--- config.mk ---
export PLATFORM = sky130hd
export DESIGN_NAME = sd_probe_top
export DESIGN_NICKNAME = d
export VERILOG_FILES = /design/src/source/sd_probe_pkg.sv /design/src/source/spi_byte_if.sv /design/src/source/spi_byte_engine.sv /design/src/source/sd_cmd0_sequencer.sv /design/src/source/result_reporter.sv /design/src/source/sd_probe_top.sv
export SDC_FILE = /design/constraint.sdc
export NUM_CORES = 1
export LEC_CHECK = 0
export BUFFER_PORTS_ARGS = -buffer_cell sky130_fd_sc_hd__buf_4
export CAP_MARGIN = 15
export CORE_MARGIN = 2
export CORE_UTILIZATION = 43
export CTS_BUF_LIST = sky130_fd_sc_hd__clkbuf_16
export DETAILED_ROUTE_END_ITERATION = 6
export GPL_TIMING_DRIVEN = 0
export MAX_ROUTING_LAYER = met4
export SYNTH_ARGS = -nofsm -noshare
export SYNTH_HDL_FRONTEND = slang
export SYNTH_SLANG_ARGS = --single-unit
--- constraint.sdc ---
create_clock -name CLOCK_50 -period 2.5 [get_ports CLOCK_50]
set_clock_uncertainty 0.05 [all_clocks]
set_input_delay 0.25 -clock CLOCK_50 [delete_from_list [all_inputs] [get_ports CLOCK_50]]
set_output_delay 0.25 -clock CLOCK_50 [all_outputs]
set_load 0.02 [all_outputs]
--- src/source/sd_probe_pkg.sv ---
/*
 * shared types and constants for the sd probe
 * byte type, cmd0 frame, idle fill byte
 * probe result struct, ascii report characters
 */

package sd_probe_pkg;

    // ==============================
    // spi side
    // ==============================

    // one spi or ascii byte
    typedef logic [7:0] byte_t;

    // mosi fill and "no response yet" marker
    localparam byte_t idle_byte = 8'hFF;

    // cmd0 with its fixed crc, sent msb first
    localparam byte_t cmd0_frame [0:5] = '{8'h40, 8'h00, 8'h00, 8'h00, 8'h00, 8'h95};

    // ==============================
    // result and report side
    // ==============================

    // 9 bits, timed_out on top
    typedef struct packed {
        logic  timed_out;
        byte_t response;
    } probe_result_t;

    // report line tags
    localparam byte_t char_resp_tag    = 8'h52;
    localparam byte_t char_timeout_tag = 8'h54;
    localparam byte_t char_newline     = 8'h0A;

endpackage

--- src/source/spi_byte_if.sv ---
/*
 * byte level link between the cmd0 sequencer and the spi engine
 * valid/ready transmit, one-cycle receive pulse, chip select request
 */

`timescale 1ns/1ps

interface spi_byte_if;

    // transmit side, accepted on tx_valid && tx_ready
    sd_probe_pkg::byte_t tx_byte;
    logic                tx_valid;
    logic                tx_ready;

    // byte shifted in from miso, valid for one cycle
    sd_probe_pkg::byte_t rx_byte;
    logic                rx_valid;

    // chip select request, only changed while the engine is idle
    logic                cs_assert;

    modport sequencer (output tx_byte, tx_valid, cs_assert,
                       input  tx_ready, rx_byte, rx_valid);

    modport engine    (input  tx_byte, tx_valid, cs_assert,
                       output tx_ready, rx_byte, rx_valid);

endinterface

--- src/source/spi_byte_engine.sv ---
/*
 * spi mode 0 byte engine, msb first, full duplex
 * sclk from a half-period divider, one byte per accepted tx_byte
 */

`timescale 1ns/1ps

module spi_byte_engine #(
    parameter int sclk_half_div = 4
) (
    input  logic             CLOCK_50,
    input  logic             KEY0,
    spi_byte_if.engine       bus,
    input  logic             spi_miso,
    output logic             spi_sclk,
    output logic             spi_mosi,
    output logic             spi_ss_n
);

    localparam int div_w = $clog2(sclk_half_div);

    // ==============================
    // state
    // ==============================
    logic [div_w-1:0]    div_cnt;
    // 16 half periods per byte
    logic [3:0]          half_cnt;
    logic                busy;
    logic                sclk_r;
    logic                mosi_r;
    logic                ss_n_r;
    logic                rx_valid_r;
    // tx bits leave the top, rx bits enter the bottom
    sd_probe_pkg::byte_t shreg;
    logic                half_end;

    assign half_end = (div_cnt == div_w'(sclk_half_div - 1));

    // ready again in the same cycle as rx_valid
    assign bus.tx_ready = ~busy;
    assign bus.rx_valid = rx_valid_r;
    assign bus.rx_byte  = shreg;

    assign spi_sclk = sclk_r;
    assign spi_mosi = mosi_r;
    assign spi_ss_n = ss_n_r;

    // ==============================
    // divider and bit timing
    // ==============================
    always_ff @(posedge CLOCK_50 or negedge KEY0) begin
        if (!KEY0) begin
            busy       <= 1'b0;
            div_cnt    <= '0;
            half_cnt   <= 4'd0;
            sclk_r     <= 1'b0;
            mosi_r     <= 1'b1;
            ss_n_r     <= 1'b1;
            rx_valid_r <= 1'b0;
        end else begin
            rx_valid_r <= 1'b0;
            // chip select follows the request one cycle late
            ss_n_r     <= ~bus.cs_assert;
            if (!busy) begin
                if (bus.tx_valid) begin
                    busy     <= 1'b1;
                    div_cnt  <= '0;
                    half_cnt <= 4'd0;
                    // first bit set up before the first rising edge
                    mosi_r   <= bus.tx_byte[7];
                end
            end else if (half_end) begin
                div_cnt  <= '0;
                half_cnt <= half_cnt + 4'd1;
                sclk_r   <= ~sclk_r;
                if (sclk_r && half_cnt == 4'd15) begin
                    // last falling edge, byte complete
                    busy       <= 1'b0;
                    mosi_r     <= 1'b1;
                    rx_valid_r <= 1'b1;
                end else if (sclk_r) begin
                    // falling edge, next bit out
                    mosi_r <= shreg[7];
                end
            end else begin
                div_cnt <= div_cnt + 1'b1;
            end
        end
    end

    // load on accept, sample miso on each rising edge
    always_ff @(posedge CLOCK_50) begin
        if (!busy && bus.tx_valid) begin
            shreg <= bus.tx_byte;
        end else if (busy && half_end && !sclk_r) begin
            shreg <= {shreg[6:0], spi_miso};
        end
    end

endmodule

--- src/source/sd_cmd0_sequencer.sv ---
/*
 * sd power-up and cmd0 sequencer
 * fill bytes with cs released, cmd0 frame, response polling
 * hands the probe result to the reporter
 */

`timescale 1ns/1ps

module sd_cmd0_sequencer #(
    parameter int power_up_bytes = 10,
    parameter int poll_limit     = 8
) (
    input  logic                        CLOCK_50,
    input  logic                        KEY0,
    spi_byte_if.sequencer               bus,
    output sd_probe_pkg::probe_result_t result,
    output logic                        result_valid,
    input  logic                        result_ready,
    output logic                        ledr0
);

    // counter must cover the longest phase, cmd0 is six bytes
    localparam int cnt_max_a = (power_up_bytes > poll_limit) ? power_up_bytes : poll_limit;
    localparam int cnt_max   = (cnt_max_a > 6) ? cnt_max_a : 6;
    localparam int cnt_w     = $clog2(cnt_max);

    typedef enum logic [2:0] {
        st_fill,
        st_cmd,
        st_poll,
        st_release,
        st_report,
        st_done
    } state_t;

    // ==============================
    // state
    // ==============================
    state_t                      state;
    logic [cnt_w-1:0]            cnt;
    logic                        tx_valid_r;
    // byte accepted, rx_valid not seen yet
    logic                        waiting;
    logic                        cs_r;
    logic                        result_valid_r;
    logic                        led_r;
    sd_probe_pkg::probe_result_t result_r;
    logic                        byte_done;
    logic                        issue;

    assign byte_done = waiting && bus.rx_valid;
    // one byte in flight at a time
    assign issue = !tx_valid_r && !waiting &&
                   (state == st_fill || state == st_cmd || state == st_poll);

    assign bus.tx_valid  = tx_valid_r;
    assign bus.cs_assert = cs_r;
    assign bus.tx_byte   = (state == st_cmd) ? sd_probe_pkg::cmd0_frame[cnt[2:0]]
                                             : sd_probe_pkg::idle_byte;

    assign result       = result_r;
    assign result_valid = result_valid_r;
    assign ledr0        = led_r;

    always_ff @(posedge CLOCK_50 or negedge KEY0) begin
        if (!KEY0) begin
            state          <= st_fill;
            cnt            <= '0;
            tx_valid_r     <= 1'b0;
            waiting        <= 1'b0;
            cs_r           <= 1'b0;
            result_valid_r <= 1'b0;
            led_r          <= 1'b0;
        end else begin
            if (issue) begin
                tx_valid_r <= 1'b1;
            end else if (tx_valid_r && bus.tx_ready) begin
                tx_valid_r <= 1'b0;
                waiting    <= 1'b1;
            end
            if (byte_done) begin
                waiting <= 1'b0;
            end

            case (state)
                // power-up clocks, cs high
                st_fill: if (byte_done) begin
                    if (cnt == cnt_w'(power_up_bytes - 1)) begin
                        cnt   <= '0;
                        cs_r  <= 1'b1;
                        state <= st_cmd;
                    end else begin
                        cnt <= cnt + 1'b1;
                    end
                end
                // replies during the frame are ignored
                st_cmd: if (byte_done) begin
                    if (cnt == cnt_w'(5)) begin
                        cnt   <= '0;
                        state <= st_poll;
                    end else begin
                        cnt <= cnt + 1'b1;
                    end
                end
                st_poll: if (byte_done) begin
                    if (bus.rx_byte != sd_probe_pkg::idle_byte) begin
                        led_r <= 1'b1;
                        cs_r  <= 1'b0;
                        state <= st_release;
                    end else if (cnt == cnt_w'(poll_limit - 1)) begin
                        cs_r  <= 1'b0;
                        state <= st_release;
                    end else begin
                        cnt <= cnt + 1'b1;
                    end
                end
                // let spi_ss_n go high before the result shows up
                st_release: state <= st_report;
                st_report: begin
                    if (!result_valid_r) begin
                        result_valid_r <= 1'b1;
                    end else if (result_ready) begin
                        result_valid_r <= 1'b0;
                        state          <= st_done;
                    end
                end
                default: state <= st_done;
            endcase
        end
    end

    // last polled byte wins, all-0xFF means timeout
    always_ff @(posedge CLOCK_50) begin
        if (state == st_poll && byte_done) begin
            result_r.response  <= bus.rx_byte;
            result_r.timed_out <= (bus.rx_byte == sd_probe_pkg::idle_byte);
        end
    end

endmodule

--- src/source/result_reporter.sv ---
/*
 * probe result to ascii characters
 * "R" + two hex digits + newline, or "T" + newline
 */

`timescale 1ns/1ps

module result_reporter (
    input  logic                        CLOCK_50,
    input  logic                        KEY0,
    input  sd_probe_pkg::probe_result_t result,
    input  logic                        result_valid,
    output logic                        result_ready,
    output sd_probe_pkg::byte_t         char_data,
    output logic                        char_valid,
    input  logic                        char_ready
);

    sd_probe_pkg::probe_result_t held;
    logic [1:0]                  idx;
    logic [1:0]                  last_idx;
    logic                        char_valid_r;
    logic                        accept;

    // uppercase hex digit
    function automatic sd_probe_pkg::byte_t hex_char(input logic [3:0] nib);
        if (nib < 4'd10) begin
            return 8'h30 + {4'h0, nib};
        end
        return 8'h37 + {4'h0, nib};
    endfunction

    // busy for the whole line
    assign result_ready = ~char_valid_r;
    assign accept       = result_valid && ~char_valid_r;
    assign last_idx     = held.timed_out ? 2'd1 : 2'd3;
    assign char_valid   = char_valid_r;

    // only idx and held feed this, so it holds under back-pressure
    always_comb begin
        case (idx)
            2'd0:    char_data = held.timed_out ? sd_probe_pkg::char_timeout_tag
                                                : sd_probe_pkg::char_resp_tag;
            2'd1:    char_data = held.timed_out ? sd_probe_pkg::char_newline
                                                : hex_char(held.response[7:4]);
            2'd2:    char_data = hex_char(held.response[3:0]);
            default: char_data = sd_probe_pkg::char_newline;
        endcase
    end

    always_ff @(posedge CLOCK_50 or negedge KEY0) begin
        if (!KEY0) begin
            idx          <= 2'd0;
            char_valid_r <= 1'b0;
        end else if (accept) begin
            idx          <= 2'd0;
            char_valid_r <= 1'b1;
        end else if (char_valid_r && char_ready) begin
            if (idx == last_idx) begin
                char_valid_r <= 1'b0;
            end else begin
                idx <= idx + 2'd1;
            end
        end
    end

    always_ff @(posedge CLOCK_50) begin
        if (accept) begin
            held <= result;
        end
    end

endmodule

--- src/source/sd_probe_top.sv ---
/*
 * sd card presence probe, pin level top
 * spi byte engine, cmd0 sequencer, ascii result reporter
 */

`timescale 1ns/1ps

module sd_probe_top #(
    parameter int sclk_half_div  = 4,
    parameter int power_up_bytes = 10,
    parameter int poll_limit     = 8
) (
    input  logic       CLOCK_50,
    input  logic       KEY0,
    input  logic       spi_miso,
    output logic       spi_sclk,
    output logic       spi_mosi,
    output logic       spi_ss_n,
    output logic       ledr0,
    output logic [7:0] char_data,
    output logic       char_valid,
    input  logic       char_ready
);

    // ==============================
    // internal links
    // ==============================
    spi_byte_if                  spi_bus ();
    sd_probe_pkg::probe_result_t result;
    logic                        result_valid;
    logic                        result_ready;

    // pins
    spi_byte_engine #(
        .sclk_half_div (sclk_half_div)
    ) u_engine (
        .CLOCK_50 (CLOCK_50),
        .KEY0     (KEY0),
        .bus      (spi_bus.engine),
        .spi_miso (spi_miso),
        .spi_sclk (spi_sclk),
        .spi_mosi (spi_mosi),
        .spi_ss_n (spi_ss_n)
    );

    sd_cmd0_sequencer #(
        .power_up_bytes (power_up_bytes),
        .poll_limit     (poll_limit)
    ) u_sequencer (
        .CLOCK_50     (CLOCK_50),
        .KEY0         (KEY0),
        .bus          (spi_bus.sequencer),
        .result       (result),
        .result_valid (result_valid),
        .result_ready (result_ready),
        .ledr0        (ledr0)
    );

    // char stream out
    result_reporter u_reporter (
        .CLOCK_50     (CLOCK_50),
        .KEY0         (KEY0),
        .result       (result),
        .result_valid (result_valid),
        .result_ready (result_ready),
        .char_data    (char_data),
        .char_valid   (char_valid),
        .char_ready   (char_ready)
    );

endmodule

# [Word-level counts from Yosys, hierarchy flattened]
# Memory sizes are Yosys's and may differ from the RTL's.
# Cells that the tools add are included.
[totals] out_inout_bits=13 mem_bits_ro=64 ff_bits=52 inputBits=4 wordCells=175 memories=1
[op_classes] n_eq_ne=28 n_lt_le_gt_ge=3 addsub=8 n_bitwise=5 reduce_logical=37 muxes=72
[memory_table] memory="(name not given)" depth=8 width=8 rd=1 rd_ports_with_merged_regs=0 wr=0 line_no="sd_cmd0_sequencer.sv:58" rtl="assign bus.tx_byte = (state == st_cmd) ? sd_probe_pkg::cmd0_frame[cnt[2:0]]"
[op_table] op="two-way mux 8 bit" count=10
[op_table] op="two-way mux 4 bit" count=10
[op_table] op="two-way mux 1 bit" count=31
[op_table] op="two-way mux 3 bit" count=10
[op_table] op="adder 6 x 4 -> 7 bit, first input constant" count=4
[op_table] op="one-hot mux 8 bit (3 select lines)" count=1
[op_table] op="one-hot mux 3 bit (5 select lines)" count=1
[op_table] op="two-way mux 2 bit" count=7
[op_table] op="nonzero test 2 bit" count=7
[op_table] op="!= test 2 x 1 -> 1 bit, second input constant" count=6
[op_table] op="!= test 2 bit, second input constant" count=6
[op_table] op="one-hot mux 4 bit (3 select lines)" count=1
[op_table] op="logical AND 1 bit" count=11
[op_table] op="AND reduction 2 bit" count=5
[op_table] op="adder 4 x 1 -> 4 bit, second input constant" count=2
[op_table] op="equality test 4 x 3 -> 1 bit, second input constant" count=2
[op_table] op="equality test 4 bit, second input constant" count=2
[op_table] op="equality test 8 bit, second input constant" count=1
[op_table] op="< comparator 4 bit, second input constant" count=2
[op_table] op="!= test 8 bit, second input constant" count=1
[op_table] op="AND reduction 8 bit" count=1
[op_table] op="equality test 3 x 2 -> 1 bit, second input constant" count=2
[op_table] op="AND reduction 3 bit" count=2
[op_table] op="AND reduction 6 bit" count=1
[op_table] op="other kinds (18)" count=27

# [Longest topological paths before layout]
# Gate-level depths: netlist (run 1).
[logic_depth] depth_word=7 depth_mapped=6 depth_no_buf=6

# [By module]
# From an unflattened synthesis (run 1), not the netlist that was laid out.
[unflattened] hier_cells=236 hier_area_um2=2696.3
[by_module_without_submodules] module="sd_cmd0_sequencer" area_each_um2=1073.5 cells_each=92 seq_area_each_um2=570.5 instances=1
[by_module_without_submodules] module="spi_byte_engine" area_each_um2=854.6 cells_each=63 seq_area_each_um2=518.0 instances=1
[by_module_without_submodules] module="result_reporter" area_each_um2=768.2 cells_each=81 seq_area_each_um2=345.3 instances=1

# [Least setup slack after synthesis (run 1)]
# Ideal clock, no wire load.
[synth_timing] kind="reg2reg" from="reg u_engine.div_cnt[0]" to="reg u_engine.shreg[0] (netlist: u_engine.bus.rx_byte[0]), enable pin" setup_time_ns=0.384 period_less_slack_ns=1.921 path_buffers=1 path_stages_with_launch=5 required_ns=2.066 t_arrival_ns=1.487 setup_slack_ns=0.579 path_cell_list="dfrtp_1 > ha_1 > clkbuf_1 > nand2_1 > o21ai_0"
[synth_between] elab_chain_len=4
[synth_rtl] element="start: declaration" line_no="spi_byte_engine.sv:25" rtl="logic [div_w-1:0] div_cnt;"
[synth_rtl] element="start signal: assignment" line_no="spi_byte_engine.sv:86" rtl="div_cnt <= div_cnt + 1'b1;"
[synth_rtl] element="equality test 2 bit" line_no="spi_byte_engine.sv:37" rtl="assign half_end = (div_cnt == div_w'(sclk_half_div - 1));"
[synth_rtl] element="logical AND 1 bit (2 in series)" line_no="spi_byte_engine.sv:95" rtl="end else if (busy && half_end && !sclk_r) begin"
[synth_rtl] element="nonzero test 2 bit (no line)"
[synth_rtl] element="end signal: assignment" line_no="spi_byte_engine.sv:94" rtl="shreg <= bus.tx_byte;"
[synth_rtl] element="end signal: assignment" line_no="spi_byte_engine.sv:96" rtl="shreg <= {shreg[6:0], spi_miso};"
[synth_rtl] element="end: declaration" line_no="spi_byte_engine.sv:34" rtl="sd_probe_pkg::byte_t shreg;"
# Every way passes these cells.
# A chain may end at the register's enable or synchronous reset.

# [Worst setup path in the final report (run 1)]
[layout_timing] from="reg u_reporter.held[2] (netlist bit)" to="out char_data[6]"
[layout_between] elab_chain_len=5 elab_cells_between_ends=8 cone_classes="add/sub: 2; order compare: 1; mux: 5"
[layout_rtl] element="start: declaration" line_no="result_reporter.sv:19" rtl="sd_probe_pkg::probe_result_t held;"
[layout_rtl] element="start signal: assignment" line_no="result_reporter.sv:69" rtl="held <= result;"
[layout_rtl] element="< comparator 4 bit" line_no="result_reporter.sv:27" rtl="if (nib < 4'd10) begin"
[layout_rtl] element="two-way mux 1 bit" line_no="result_reporter.sv:27"
[layout_rtl] element="two-way mux 1 bit" line_no="result_reporter.sv:41" rtl="case (idx)"
[layout_rtl] element="two-way mux 8 bit *" line_no="result_reporter.sv:30" rtl="return 8'h37 + {4'h0, nib};"
[layout_rtl] element="one-hot mux 8 bit (3 select lines) *" line_no="result_reporter.sv:41"
[layout_rtl] element="end: declaration" line_no="sd_probe_top.sv:20" rtl="output logic [7:0] char_data,"
# Mark *: on every way between the ends. The rest lies on a longest branch, timed or not. The select of a mux whose other input is x is not followed.

==> metrics.txt, run 1 <==
# TYPE chip_impl_metric gauge
chip_impl_metric{name="wirelength_met1",unit="mm"} 2.11
chip_impl_info{name="layout.cells.most_common_list",value="sky130_fd_sc_hd__edfxtp_1, sky130_fd_sc_hd__dfrtp_1, sky130_fd_sc_hd__inv_1"} 1
chip_impl_metric{name="placeableCoreArea",unit="sq um"} 5890
chip_impl_metric{name="whs",unit="ns"} 0.156
chip_impl_info{name="outcome",value="completed"} 1
chip_impl_metric{name="global_route.overflow_total",unit=""} 0
chip_impl_metric{name="ys_async_sr_fraction",unit="%"} 50.0
chip_impl_metric{name="antenna_found_initial",unit=""} 0
chip_impl_metric{name="insertion_delay_to_the_later_sink_of_the_worst_skew_pair",unit="ns"} 0.29
chip_impl_metric{name="drt_iter0_drc",unit=""} 59
chip_impl_metric{name="cts_inserted_buffers",unit=""} 5
chip_impl_metric{name="worst-slew-pin-transition",unit="ns"} 0.898
chip_impl_metric{name="clkSlewWorstSetupHoldPaths",unit="ns"} 0.06
chip_impl_metric{name="fin_crit",unit="ns"} 2.18
chip_impl_metric{name="power.total",unit="mW"} 2.05
chip_impl_info{name="clock-root-buffer",value="sky130_fd_sc_hd__clkbuf_16"} 1
chip_impl_info{name="synth_largest_area_cell",value="sky130_fd_sc_hd__edfxtp_1"} 1
chip_impl_metric{name="numPlacedInstances",unit=""} 316
chip_impl_metric{name="hold_viol_final",unit=""} 0
chip_impl_metric{name="final_nets",unit=""} 265
chip_impl_metric{name="synth-edff-count",unit=""} 26
chip_impl_metric{name="avgViaCountPerCell",unit=""} 5.17
chip_impl_metric{name="routed-via-count",unit=""} 1687
chip_impl_info{name="cp_cell_sequence",value="o21ai_0 > a21oi_1 > a221oi_1 > nor2_1 > buf_4"} 1
chip_impl_metric{name="multi_input_combinational_cell_area",unit="sq um"} 1050
chip_impl_metric{name="cts_hold_repair.buffers",unit=""} 1
chip_impl_info{name="crit_path_start",value="u_reporter.held[2]"} 1
chip_impl_metric{name="postSynthNetCount",unit=""} 241
chip_impl_metric{name="synthesized_instance_count",unit=""} 226
chip_impl_metric{name="drc",unit=""} 0
chip_impl_metric{name="detail-route-antenna-nets",unit=""} 0
chip_impl_metric{name="dpl-instance-area",unit="sq um"} 2800
chip_impl_info{name="worstSetupPathType",value="register to primary output"} 1
chip_impl_info{name="dominantRegCellSynth",value="sky130_fd_sc_hd__edfxtp_1"} 1
chip_impl_metric{name="syn_area",unit="sq um"} 2590
chip_impl_metric{name="synth-warning-count",unit=""} 0
chip_impl_metric{name="num-fill-cells",unit=""} 549
chip_impl_metric{name="layout_worst_path_cycle_share",unit="%"} 87.0
chip_impl_metric{name="grt_start_max_net_pins",unit=""} 27
chip_impl_metric{name="routability_congestion",unit=""} 0.811
chip_impl_metric{name="finalInstanceArea",unit="sq um"} 2960
chip_impl_metric{name="maxCapViolCount",unit=""} 0
chip_impl_info{name="mostFrequentLayoutCell",value="sky130_fd_sc_hd__edfxtp_1"} 1
chip_impl_metric{name="starting_density_of_the_core",unit="%"} 44.1
chip_impl_metric{name="peakVddDrop",unit="mV"} 0.407
chip_impl_metric{name="detailroute.wirelength.met3",unit="um"} 155
chip_impl_metric{name="fin_ws",unit="ns"} 0.324
chip_impl_info{name="worstReg2RegEnd",value="u_sequencer.result[2]"} 1
chip_impl_metric{name="postSynthRegisterBits",unit=""} 52
chip_impl_metric{name="die_h",unit="um"} 81.7
chip_impl_metric{name="yosysTopAreaCellShare",unit="%"} 30.1
chip_impl_metric{name="die_area",unit="sq um"} 6670
chip_impl_metric{name="share_of_cells_above_drive_strength_1",unit="%"} 15.5
chip_impl_metric{name="critPathMaxFanout",unit=""} 5
chip_impl_metric{name="floorplan.die.width",unit="um"} 81.7
chip_impl_metric{name="cts_sinks",unit=""} 52
chip_impl_metric{name="final-seq-area",unit="sq um"} 1430
chip_impl_info{name="timing.rr.start",value="u_sequencer.state[2]"} 1
chip_impl_metric{name="synth_cell_types",unit=""} 47
chip_impl_metric{name="fp-row-count",unit=""} 28
chip_impl_metric{name="detailedRoute.firstPassIterationCount",unit=""} 4
chip_impl_metric{name="timing.setup.tns",unit="ns"} 0
chip_impl_metric{name="cts_max_level",unit=""} 2
chip_impl_metric{name="routed-wl-met2",unit="mm"} 1.97
chip_impl_metric{name="grt.total_usage",unit="%"} 14.8
chip_impl_metric{name="areaGrowthSynthToFinish",unit="%"} 14.0
chip_impl_metric{name="via_count_of_the_first_global_routing_pass",unit=""} 1578
chip_impl_metric{name="syn_avg_cell_area",unit="sq um"} 11.5
chip_impl_metric{name="ant_diodes",unit=""} 0
chip_impl_metric{name="standby_leakage_power",unit="nW"} 1.21
chip_impl_metric{name="cts_setup_buffers",unit=""} 0
chip_impl_info{name="clock_tree_from_tritoncts",value="built"} 1
chip_impl_metric{name="max-clock-path-buffers",unit=""} 2
chip_impl_metric{name="post_cts_resize_count",unit=""} 0
chip_impl_metric{name="cp_data_required_time",unit="ns"} 2.20
chip_impl_metric{name="finalNonFillerCells",unit=""} 326
chip_impl_metric{name="holdPathStages",unit=""} 2
chip_impl_metric{name="cellPowerDensity",unit="nW/um^2"} 692
chip_impl_metric{name="dpl.hpwl",unit="mm"} 3.14
chip_impl_metric{name="grt_pass1_wl",unit="mm"} 7.29
chip_impl_metric{name="count_of_pins_over_their_slew_limit",unit=""} 0
chip_impl_info{name="worstSetupStartpointType",value="register"} 1
chip_impl_info{name="synth.top_cells.by_area",value="sky130_fd_sc_hd__edfxtp_1, sky130_fd_sc_hd__dfrtp_1, sky130_fd_sc_hd__ha_1"} 1
chip_impl_metric{name="preCtsSetupSlack",unit="ns"} 0.239
chip_impl_metric{name="rrSetupSlack",unit="ns"} 0.56
chip_impl_metric{name="synth_sequential_area_ratio",unit="%"} 55.3
chip_impl_metric{name="timing.critical_path.slowest_cell_delay",unit="ns"} 0.56
chip_impl_info{name="cp-end-kind",value="primary output"} 1
chip_impl_metric{name="fmax",unit="MHz"} 460
chip_impl_metric{name="count_of_final_setup_violators",unit=""} 0
chip_impl_metric{name="worst_slew_margin_rel",unit="%"} 40.0
chip_impl_info{name="worst_hold_path_type",value="primary input to register"} 1
chip_impl_metric{name="wl",unit="mm"} 4.30
chip_impl_metric{name="port_buffers",unit=""} 15
chip_impl_metric{name="worst_r2r_path_depth",unit=""} 3
chip_impl_metric{name="timing.critical_path.arrival",unit="ns"} 1.88
chip_impl_info{name="highest-signal-layer",value="met4"} 1
chip_impl_metric{name="pin_count",unit=""} 17
chip_impl_info{name="critical_path.slowest_cell",value="sky130_fd_sc_hd__o21ai_0"} 1
chip_impl_metric{name="postLayoutCoreUtil",unit="%"} 50.3
chip_impl_info{name="rsz0062_at_grt",value="no"} 1
chip_impl_info{name="endpoint",value="char_data[6]"} 1
chip_impl_metric{name="wl_per_cell",unit="um"} 13.2
-- synth_stat cells, types with 2 or more instances --
master,number
sky130_fd_sc_hd__edfxtp_1,26
sky130_fd_sc_hd__dfrtp_1,24
sky130_fd_sc_hd__inv_1,19
sky130_fd_sc_hd__a21oi_1,15
sky130_fd_sc_hd__nor2_1,14
sky130_fd_sc_hd__nand2_1,13
sky130_fd_sc_hd__ha_1,11
sky130_fd_sc_hd__o21ai_0,11
sky130_fd_sc_hd__xnor2_1,8
sky130_fd_sc_hd__a22o_1,7
sky130_fd_sc_hd__o21a_1,7
sky130_fd_sc_hd__o211ai_1,6
sky130_fd_sc_hd__a31oi_1,5
sky130_fd_sc_hd__nor2b_1,5
sky130_fd_sc_hd__clkbuf_1,4
sky130_fd_sc_hd__nand4_1,4
sky130_fd_sc_hd__a22oi_1,3
sky130_fd_sc_hd__mux2i_1,3
sky130_fd_sc_hd__a21o_1,2
sky130_fd_sc_hd__and4_1,2
sky130_fd_sc_hd__buf_4,2
sky130_fd_sc_hd__dfstp_2,2
sky130_fd_sc_hd__mux2_2,2
sky130_fd_sc_hd__nand2b_1,2
sky130_fd_sc_hd__nand3_1,2
sky130_fd_sc_hd__nand3b_1,2
sky130_fd_sc_hd__nor3b_1,2
sky130_fd_sc_hd__o311ai_2,2
sky130_fd_sc_hd__or3b_4,2
sky130_fd_sc_hd__xor2_1,2
-- power by group --
part	switching, mW	internal [mW]
clock	0.286	0.365
combinational	0.250	0.195
sequential	0.0357	0.915
-- flip-flops by register name, summed over array words and instances, names as in the netlist, 2 cells and up --
register,count
u_engine.div_cnt,2
u_sequencer.result,9
u_reporter.held,9
u_engine.bus.rx_byte,8
u_sequencer.state,3
u_sequencer.cnt,4
u_reporter.idx,2
u_engine.half_cnt,4
-- logic make-up after synthesis --
family	share of synthesized area, %
xor+xnor	3.38
buf+inv	4.10
flops	55.3
simple gates	11.2
compound gates	18.6
other cells	0.145
mux	2.03
fa+ha+maj	5.30
-- metal layers --
metal	vias up	global-route usage, %
li1	881	-
met5	-	-
met2	21	23.4
met1	779	18.9
met3	6	3.63
met4	0	5.00
-- worst max-delay path, delay by kind of cell (launching register included) --
family	cells	cell delay [ns]
AO/OA/AOI/OAI	3	0.91
flip-flops	1	0.46
AND/OR/NAND/NOR	1	0.06
buffers and inverters	1	0.16
-- worst min path at each step --
stage               slack [ns]                         to  startpoint
floorplan                 -0.1      u_engine.bus.rx_valid        KEY0
global placement          0.13  u_sequencer.bus.cs_assert        KEY0
detailed placement        0.14       u_sequencer.state[0]        KEY0
CTS                       0.15      u_reporter.char_valid  char_ready
global route              0.15      u_reporter.char_valid  char_ready
finish                    0.16      u_reporter.char_valid  char_ready
-- layout make-up --
type / instances / share of cell area [%]
clock buffers: 5 / 4.23
plain buffers: 7 / 1.18
repair buffers: 17 / 4.31
inverters: 19 / 2.41
multi-input cells: 148 / 35.7
well taps: 75 / 3.17
clock inverters: 3 / 0.550
flip-flops and latches: 52 / 48.5
Power figures use the tool's default switching activity.
==> inputs of run 2 (changes only) <==
ABC_AREA = 1   (was not set)
==> run 2 against run 1 <==
  * Critical path depth rose by 4
  * Wire length grew 5.9%
  * Worst setup slack better by 0.11 ns
  * Largest cell class unchanged
==> metrics.txt, run 2 <==
# TYPE chip_impl_metric gauge
chip_impl_metric{name="num-fill-cells",unit=""} 591
chip_impl_metric{name="grt_start_max_net_pins",unit=""} 27
chip_impl_metric{name="standby_leakage_power",unit="nW"} 1.44
chip_impl_metric{name="preCtsSetupSlack",unit="ns"} 0.410
chip_impl_metric{name="count_of_final_setup_violators",unit=""} 0
chip_impl_info{name="rsz0062_at_grt",value="no"} 1
chip_impl_metric{name="fraction_of_synthesized_area_in_multiplexers",unit="%"} 0
chip_impl_metric{name="cts_inserted_buffers",unit=""} 5
chip_impl_info{name="cp-end-kind",value="primary output"} 1
chip_impl_info{name="synth_top_cells_by_count",value="sky130_fd_sc_hd__nand2_1, sky130_fd_sc_hd__inv_1, sky130_fd_sc_hd__nand3_1"} 1
chip_impl_metric{name="floorplan.die.width",unit="um"} 83.5
chip_impl_metric{name="fp-row-count",unit=""} 28
chip_impl_metric{name="power_frac_clock",unit="%"} 35.2
chip_impl_metric{name="timing.critical_path.slowest_cell_delay",unit="ns"} 0.41
chip_impl_metric{name="pwr-share-seq",unit="%"} 43.1
chip_impl_metric{name="wl",unit="mm"} 4.55
chip_impl_metric{name="die_area",unit="sq um"} 6970
chip_impl_info{name="mostFrequentLayoutCell",value="sky130_fd_sc_hd__nand2_1"} 1
chip_impl_metric{name="global_route.overflow_total",unit=""} 0
chip_impl_metric{name="cts_max_level",unit=""} 2
chip_impl_metric{name="dpl.hpwl",unit="mm"} 3.46
chip_impl_metric{name="synth_sequential_area_ratio",unit="%"} 52.8
chip_impl_info{name="worstSetupStartpointType",value="register"} 1
chip_impl_metric{name="synth_compound_gate_area_share",unit="%"} 8.62
chip_impl_metric{name="placeableCoreArea",unit="sq um"} 6030
chip_impl_info{name="synth.top_cells.by_area",value="sky130_fd_sc_hd__edfxtp_1, sky130_fd_sc_hd__dfrtp_1, sky130_fd_sc_hd__nand2_1"} 1
chip_impl_metric{name="wirelength_met1",unit="mm"} 2.17
chip_impl_metric{name="synth-warning-count",unit=""} 0
chip_impl_metric{name="synth-edff-count",unit=""} 26
chip_impl_metric{name="worst_slew_margin_rel",unit="%"} 51.5
chip_impl_metric{name="max-clock-path-buffers",unit=""} 2
chip_impl_metric{name="yosysTopAreaCellShare",unit="%"} 28.8
chip_impl_metric{name="postSynthRegisterBits",unit=""} 52
chip_impl_metric{name="postSynthNetCount",unit=""} 313
chip_impl_metric{name="critPathMaxFanout",unit=""} 5
chip_impl_metric{name="share_of_cells_above_drive_strength_1",unit="%"} 16.4
chip_impl_metric{name="avgViaCountPerCell",unit=""} 4.77
chip_impl_info{name="synth_top_family_by_area",value="simple AND/OR/NAND/NOR gates"} 1
chip_impl_metric{name="via_count_of_the_first_global_routing_pass",unit=""} 1835
chip_impl_metric{name="rrSetupSlack",unit="ns"} 0.71
chip_impl_metric{name="layout_worst_path_cycle_share",unit="%"} 82.7
chip_impl_metric{name="cp_data_required_time",unit="ns"} 2.20
chip_impl_metric{name="swShare",unit="%"} 27.5
chip_impl_metric{name="fin_crit",unit="ns"} 2.07
chip_impl_metric{name="syn_area",unit="sq um"} 2720
chip_impl_metric{name="synth-adder-area-share",unit="%"} 5.07
chip_impl_metric{name="synthesized_instance_count",unit=""} 298
chip_impl_metric{name="post_synth_and_or_nand_nor_area_fraction",unit="%"} 24.9
chip_impl_metric{name="ys_async_sr_fraction",unit="%"} 50.0
chip_impl_metric{name="routed-via-count",unit=""} 1900
chip_impl_metric{name="fin_ws",unit="ns"} 0.433
chip_impl_metric{name="cts_sinks",unit=""} 52
chip_impl_metric{name="wl_per_cell",unit="um"} 11.4
chip_impl_metric{name="peakVddDrop",unit="mV"} 0.565
chip_impl_metric{name="grt.total_usage",unit="%"} 14.0
chip_impl_info{name="outcome",value="completed"} 1
chip_impl_metric{name="detail-route-antenna-nets",unit=""} 0
chip_impl_info{name="critPathMostFrequentCell",value="sky130_fd_sc_hd__inv_1"} 1
chip_impl_metric{name="worst-slew-pin-transition",unit="ns"} 0.725
chip_impl_info{name="clock-root-buffer",value="sky130_fd_sc_hd__clkbuf_16"} 1
chip_impl_metric{name="timing.critical_path.arrival",unit="ns"} 1.77
chip_impl_metric{name="maxCapViolCount",unit=""} 0
chip_impl_metric{name="cellInternalPower",unit="mW"} 1.58
chip_impl_info{name="cpLargestDelayFamily",value="flip-flops"} 1
chip_impl_metric{name="port_buffers",unit=""} 15
chip_impl_info{name="critical_path.slowest_cell",value="sky130_fd_sc_hd__dfrtp_1"} 1
chip_impl_info{name="worstSetupPathType",value="register to primary output"} 1
chip_impl_info{name="worst_hold_path_type",value="primary input to register"} 1
chip_impl_metric{name="fmax",unit="MHz"} 484
chip_impl_info{name="layout.cells.most_common_list",value="sky130_fd_sc_hd__nand2_1, sky130_fd_sc_hd__inv_1, sky130_fd_sc_hd__nand3_1"} 1
chip_impl_info{name="dominantRegCellSynth",value="sky130_fd_sc_hd__edfxtp_1"} 1
chip_impl_metric{name="ant_diodes",unit=""} 0
chip_impl_info{name="synth_largest_area_cell",value="sky130_fd_sc_hd__edfxtp_1"} 1
chip_impl_info{name="clock_tree_from_tritoncts",value="built"} 1
chip_impl_metric{name="count_of_pins_over_their_slew_limit",unit=""} 0
chip_impl_metric{name="synth_xor_area_share",unit="%"} 0.645
chip_impl_metric{name="timing.setup.tns",unit="ns"} 0
chip_impl_info{name="highest-signal-layer",value="met4"} 1
chip_impl_metric{name="combinationalPowerShare",unit="%"} 21.7
chip_impl_metric{name="syn_avg_cell_area",unit="sq um"} 9.11
chip_impl_metric{name="hold_viol_final",unit=""} 0
chip_impl_metric{name="synth_cell_types",unit=""} 38
chip_impl_metric{name="routed-wl-met2",unit="mm"} 2.23
chip_impl_metric{name="buf_inv_on_cp",unit=""} 5
chip_impl_info{name="cp_cell_sequence",value="inv_1 > ha_1 > inv_1 > nor2_1 > inv_1 > o21ai_0 > nand2_1 > inv_1 > buf_4"} 1
chip_impl_metric{name="post_cts_resize_count",unit=""} 0
chip_impl_metric{name="switching_power",unit="uW"} 599
chip_impl_metric{name="drt_iter0_drc",unit=""} 54
chip_impl_metric{name="grt_pass1_wl",unit="mm"} 7.82
chip_impl_metric{name="detailedRoute.firstPassIterationCount",unit=""} 4
chip_impl_metric{name="insertion_delay_to_the_later_sink_of_the_worst_skew_pair",unit="ns"} 0.29
chip_impl_metric{name="final_nets",unit=""} 337
chip_impl_metric{name="die_h",unit="um"} 83.5
chip_impl_metric{name="cellPowerDensity",unit="nW/um^2"} 701
chip_impl_metric{name="detailroute.wirelength.met3",unit="um"} 143
chip_impl_metric{name="areaGrowthSynthToFinish",unit="%"} 14.4
chip_impl_metric{name="clkSlewWorstSetupHoldPaths",unit="ns"} 0.07
chip_impl_metric{name="drc",unit=""} 0
chip_impl_metric{name="routability_congestion",unit=""} 0.849
chip_impl_metric{name="pin_count",unit=""} 17
chip_impl_metric{name="antenna_found_initial",unit=""} 0
chip_impl_info{name="synth_most_common_cell",value="sky130_fd_sc_hd__nand2_1"} 1
chip_impl_metric{name="starting_density_of_the_core",unit="%"} 45.1
run 2: changes by cell type after synthesis, moves of 5 or more:
cell,delta
sky130_fd_sc_hd__xnor2_1,-8
sky130_fd_sc_hd__a22o_1,-5
sky130_fd_sc_hd__nor2b_1,-5
sky130_fd_sc_hd__inv_1,+21
sky130_fd_sc_hd__nand2_1,+68
sky130_fd_sc_hd__o211ai_1,-5
sky130_fd_sc_hd__nand2_2,+5
sky130_fd_sc_hd__o21a_1,-7
sky130_fd_sc_hd__nand3_1,+25
run 2: area by class of cell:
type,count,area [sq um],area share [%]
sequential,52,1430,46.2
multi-input combinational,198,1070,34.4
inverter,43,166,5.36
timing repair buffer,17,130,4.19
clock buffer,5,125,4.03
tap,75,93.8,3.02
buffer,5,46.3,1.49
clock inverter,3,42.5,1.37
run 2: path summary, 6_finish.rpt:
path | cells past startpoint | to | startpoint
hold reg to reg | 1 | u_engine.spi_ss_n | u_sequencer.bus.cs_assert
setup reg to reg | 4 | u_sequencer.result[8] | u_sequencer.state[0]
min in group asynchronous | 2 | u_sequencer.state[1] | KEY0
max in group asynchronous | 2 | u_engine.spi_mosi | KEY0
hold / removal | 3 | u_engine.bus.rx_byte[0] | spi_miso
setup / recovery | 9 | char_data[4] | u_reporter.idx[1]
run 2: worst min-delay path: stages:
cell and delay (ns):
sky130_fd_sc_hd__buf_4 0.08, sky130_fd_sc_hd__nand2_1 0.04, sky130_fd_sc_hd__nand2_1 0.05
run 2: power groups by stage:
stage / combinational, mW / clock, mW / sequential (mW)
2_1_floorplan: 0.291 / 0 / 0.964
3_3_place_gp: 0.469 / 0 / 0.957
3_5_place_dp: 0.474 / 0 / 0.958
4_1_cts: 0.477 / 0.790 / 0.940
5_1_grt: 0.519 / 0.818 / 0.943
6_report: 0.472 / 0.767 / 0.939
run 2: per-stage QoR:
stage	power (mW)	hold slack, ns	instances	cell area [sq um]	util [%]
after global placement	1.43	0.132	388	2920	48.5
final	2.18	0.183	398	3110	51.6
after detailed placement	1.43	0.139	388	2920	48.5
after global routing	2.28	0.213	398	3110	51.6
after floorplan	1.25	-0.0956	298	2720	-
after CTS	2.21	0.178	397	3100	51.4
run 2: repair_timing:
action | CTS | global route
endpoints found under the setup margin | 0 | 0
endpoints found under the hold margin | 24 | 0
hold buffers | 1 | 0
setup buffers | 0 | 0
run 2: routing by layer:
layer,global-route usage [%],vias up
met4,3.52,0
met3,3.36,2
met5,-,-
met1,16.8,863
li1,-,1018
met2,24.0,17
run 2: logic make-up after synthesis:
| logic type | count (synthesis) |
|---|---|
| flops | 52 |
| compound gates | 37 |
| xor+xnor | 2 |
| buf+inv | 48 |
| other cells | 1 |
| fa+ha+maj | 11 |
| simple gates | 147 |
==> inputs of run 3 (changes only) <==
clock period = 2 ns   (was 2.5 ns; I/O delays follow)
==> run 3 against run 2 <==
  * Combinational power rose by 29%
  * Largest power group unchanged
  * Utilization up 0.42 points
  * Critical path depth is the same
  * Worst setup slack got worse by 0.32 ns
  * Design area grew 0.81%
  * Register-to-register slack lost 0.51 ns
  * Critical path type unchanged
  * Global-route usage did not move
  * Via count up 0.74%
==> metrics.txt, run 3 (synthesis gave the netlist of run 2 again) <==
# TYPE chip_impl_metric gauge
chip_impl_metric{name="hold_viol_final",unit=""} 0
chip_impl_metric{name="postLayoutCoreUtil",unit="%"} 52.0
chip_impl_metric{name="global_route.overflow_total",unit=""} 0
chip_impl_metric{name="swShare",unit="%"} 27.6
chip_impl_metric{name="switching_power",unit="uW"} 757
chip_impl_metric{name="floorplan.die.width",unit="um"} 83.5
chip_impl_metric{name="share_of_cells_above_drive_strength_1",unit="%"} 17.6
chip_impl_metric{name="cts_inserted_buffers",unit=""} 5
chip_impl_metric{name="layout_worst_path_cycle_share",unit="%"} 94.3
chip_impl_metric{name="areaGrowthSynthToFinish",unit="%"} 15.3
chip_impl_metric{name="drt_iter0_drc",unit=""} 58
chip_impl_metric{name="power.total",unit="mW"} 2.74
chip_impl_metric{name="worst_r2r_path_depth",unit=""} 4
chip_impl_metric{name="peakVddDrop",unit="mV"} 0.713
chip_impl_metric{name="fp-row-count",unit=""} 28
chip_impl_info{name="outcome",value="completed"} 1
chip_impl_metric{name="fmax",unit="MHz"} 530
chip_impl_metric{name="num-fill-cells",unit=""} 589
chip_impl_metric{name="cts_max_level",unit=""} 2
chip_impl_metric{name="drc",unit=""} 0
chip_impl_metric{name="final_nets",unit=""} 337
chip_impl_metric{name="count_of_pins_over_their_slew_limit",unit=""} 0
chip_impl_metric{name="multi_input_combinational_cell_area",unit="sq um"} 1090
chip_impl_metric{name="cts_sinks",unit=""} 52
chip_impl_metric{name="grt.total_usage",unit="%"} 14.0
chip_impl_info{name="cp_cell_sequence",value="inv_1 > ha_2 > or2_2 > nand3_1 > nand3_1 > nand3_1 > nand2_1 > inv_1 > buf_6"} 1
chip_impl_metric{name="grt_pass1_wl",unit="mm"} 7.82
chip_impl_metric{name="pwr-share-seq",unit="%"} 42.9
chip_impl_info{name="worstReg2RegEnd",value="u_engine.bus.rx_byte[1]"} 1
chip_impl_info{name="critical_path.slowest_cell",value="sky130_fd_sc_hd__edfxtp_1"} 1
chip_impl_metric{name="port_buffers",unit=""} 15
chip_impl_metric{name="routability_congestion",unit=""} 0.849
chip_impl_metric{name="wl",unit="mm"} 4.60
chip_impl_info{name="rsz0062_at_grt",value="yes"} 1
chip_impl_info{name="layout.cells.most_common_list",value="sky130_fd_sc_hd__nand2_1, sky130_fd_sc_hd__inv_1, sky130_fd_sc_hd__nand3_1"} 1
chip_impl_metric{name="pin_count",unit=""} 17
chip_impl_metric{name="timing.critical_path.arrival",unit="ns"} 1.64
chip_impl_metric{name="critPathMaxFanout",unit=""} 3
chip_impl_info{name="clock-root-buffer",value="sky130_fd_sc_hd__clkbuf_16"} 1
chip_impl_metric{name="starting_density_of_the_core",unit="%"} 45.1
chip_impl_metric{name="die_h",unit="um"} 83.5
chip_impl_metric{name="avgViaCountPerCell",unit=""} 4.81
chip_impl_metric{name="max-clock-path-buffers",unit=""} 2
chip_impl_metric{name="fin_ws",unit="ns"} 0.114
chip_impl_metric{name="placeableCoreArea",unit="sq um"} 6030
chip_impl_metric{name="combinationalPowerShare",unit="%"} 22.1
chip_impl_metric{name="maxCapViolCount",unit=""} 0
chip_impl_metric{name="cp_data_required_time",unit="ns"} 1.75
chip_impl_metric{name="detailedRoute.firstPassIterationCount",unit=""} 4
chip_impl_metric{name="clkSlewWorstSetupHoldPaths",unit="ns"} 0.07
chip_impl_info{name="worst_hold_path_type",value="primary input to register"} 1
chip_impl_info{name="mostFrequentLayoutCell",value="sky130_fd_sc_hd__nand2_1"} 1
chip_impl_info{name="crit_path_start",value="u_reporter.held[4]"} 1
chip_impl_metric{name="dpl.hpwl",unit="mm"} 3.46
chip_impl_metric{name="worst-slew-pin-transition",unit="ns"} 0.728
chip_impl_metric{name="detail-route-antenna-nets",unit=""} 0
chip_impl_metric{name="via_count_of_the_first_global_routing_pass",unit=""} 1835
chip_impl_metric{name="die_area",unit="sq um"} 6970
chip_impl_metric{name="insertion_delay_to_the_later_sink_of_the_worst_skew_pair",unit="ns"} 0.29
chip_impl_metric{name="fin_crit",unit="ns"} 1.89
chip_impl_info{name="clock_tree_from_tritoncts",value="built"} 1
chip_impl_info{name="cp-end-kind",value="primary output"} 1
chip_impl_metric{name="antenna_found_initial",unit=""} 0
chip_impl_metric{name="standby_leakage_power",unit="nW"} 1.45
chip_impl_metric{name="grt_start_max_net_pins",unit=""} 27
chip_impl_metric{name="power_frac_clock",unit="%"} 34.9
chip_impl_metric{name="rrSetupSlack",unit="ns"} 0.20
chip_impl_metric{name="cellInternalPower",unit="mW"} 1.98
chip_impl_metric{name="worst_slew_margin_rel",unit="%"} 51.3
chip_impl_metric{name="cellPowerDensity",unit="nW/um^2"} 875
chip_impl_info{name="critPathMostFrequentCell",value="sky130_fd_sc_hd__nand3_1"} 1
chip_impl_metric{name="preCtsSetupSlack",unit="ns"} -0.0905
chip_impl_info{name="timing.rr.start",value="u_engine.busy"} 1
chip_impl_metric{name="count_of_final_setup_violators",unit=""} 0
chip_impl_metric{name="ant_diodes",unit=""} 0
chip_impl_metric{name="wl_per_cell",unit="um"} 11.6
chip_impl_metric{name="timing.critical_path.slowest_cell_delay",unit="ns"} 0.34
chip_impl_metric{name="final-seq-area",unit="sq um"} 1430
chip_impl_info{name="worstSetupStartpointType",value="register"} 1
chip_impl_info{name="endpoint",value="char_data[2]"} 1
chip_impl_metric{name="routed-via-count",unit=""} 1914
chip_impl_info{name="worstSetupPathType",value="register to primary output"} 1
[run 3: changes by cell type in the layout (fill, tap and decap cells not counted), sizes merged]
cell / before / now
clkbuf: 6 / 5
buf: 20 / 21
[run 3: repair_timing]
item	in CTS	in global routing
setup buffers	0	1
hold buffers	1	0
setup endpoints to repair	9	3
hold endpoints to repair	24	0
resized for setup	2	6
[run 3: power by group through the flow]
stage	registers, mW	logic, mW	clock network (mW)
2_1_floorplan	1.20	0.364	0
3_3_place_gp	1.20	0.586	0
3_5_place_dp	1.20	0.593	0
4_1_cts	1.18	0.598	0.987
5_1_grt	1.18	0.668	1.02
6_report	1.18	0.607	0.958
[run 3: metrics by stage]
stage | setup TNS [ns] | hold slack [ns] | cells | area (sq um)
floorplan | 0 | -0.146 | 298 | 2720
global placement | -0.355 | 0.0824 | 388 | 2920
detailed placement | -0.722 | 0.0887 | 388 | 2920
CTS | 0 | 0.128 | 397 | 3100
global route | -0.00789 | 0.163 | 398 | 3130
finish | 0 | 0.137 | 398 | 3130
[run 3: worst max-delay path, delay by kind of cell (launching register included)]
| family | cells | cell delay (ns) |
|---|---|---|
| adder cells (fa/ha/maj) | 1 | 0.19 |
| flip-flops | 1 | 0.34 |
| AND/OR/NAND/NOR | 5 | 0.58 |
| buffers and inverters | 3 | 0.23 |
[run 3: how the worst min path moves through the flow]
stage / slack, ns / endpoint / from / cells past startpoint
finish: 0.14 / u_engine.bus.rx_byte[0] / spi_miso / 3
global route: 0.16 / u_engine.bus.rx_byte[0] / spi_miso / 3
CTS: 0.13 / u_engine.bus.rx_byte[0] / spi_miso / 3
detailed placement: 0.09 / u_sequencer.state[1] / KEY0 / 1
global placement: 0.08 / u_sequencer.state[0] / KEY0 / 1
floorplan: -0.15 / u_engine.bus.rx_valid / KEY0 / 0
[run 3: per-layer routing]
layer / vias up / track usage [%] / wire (um)
li1: 1020 / - / -
met1: 875 / 16.8 / 2190
met2: 17 / 24.0 / 2250
met3: 2 / 3.36 / 142
met4: 0 / 3.52 / 13
met5: - / - / 0
[run 3: layout make-up]
class	instances	area share (%)
multi-input combinational	198	34.8
buffer	5	1.48
tap	75	3.00
inverter	43	5.31
sequential	52	45.8
clock buffer	5	4.00
timing repair buffer	17	4.27
clock inverter	3	1.36
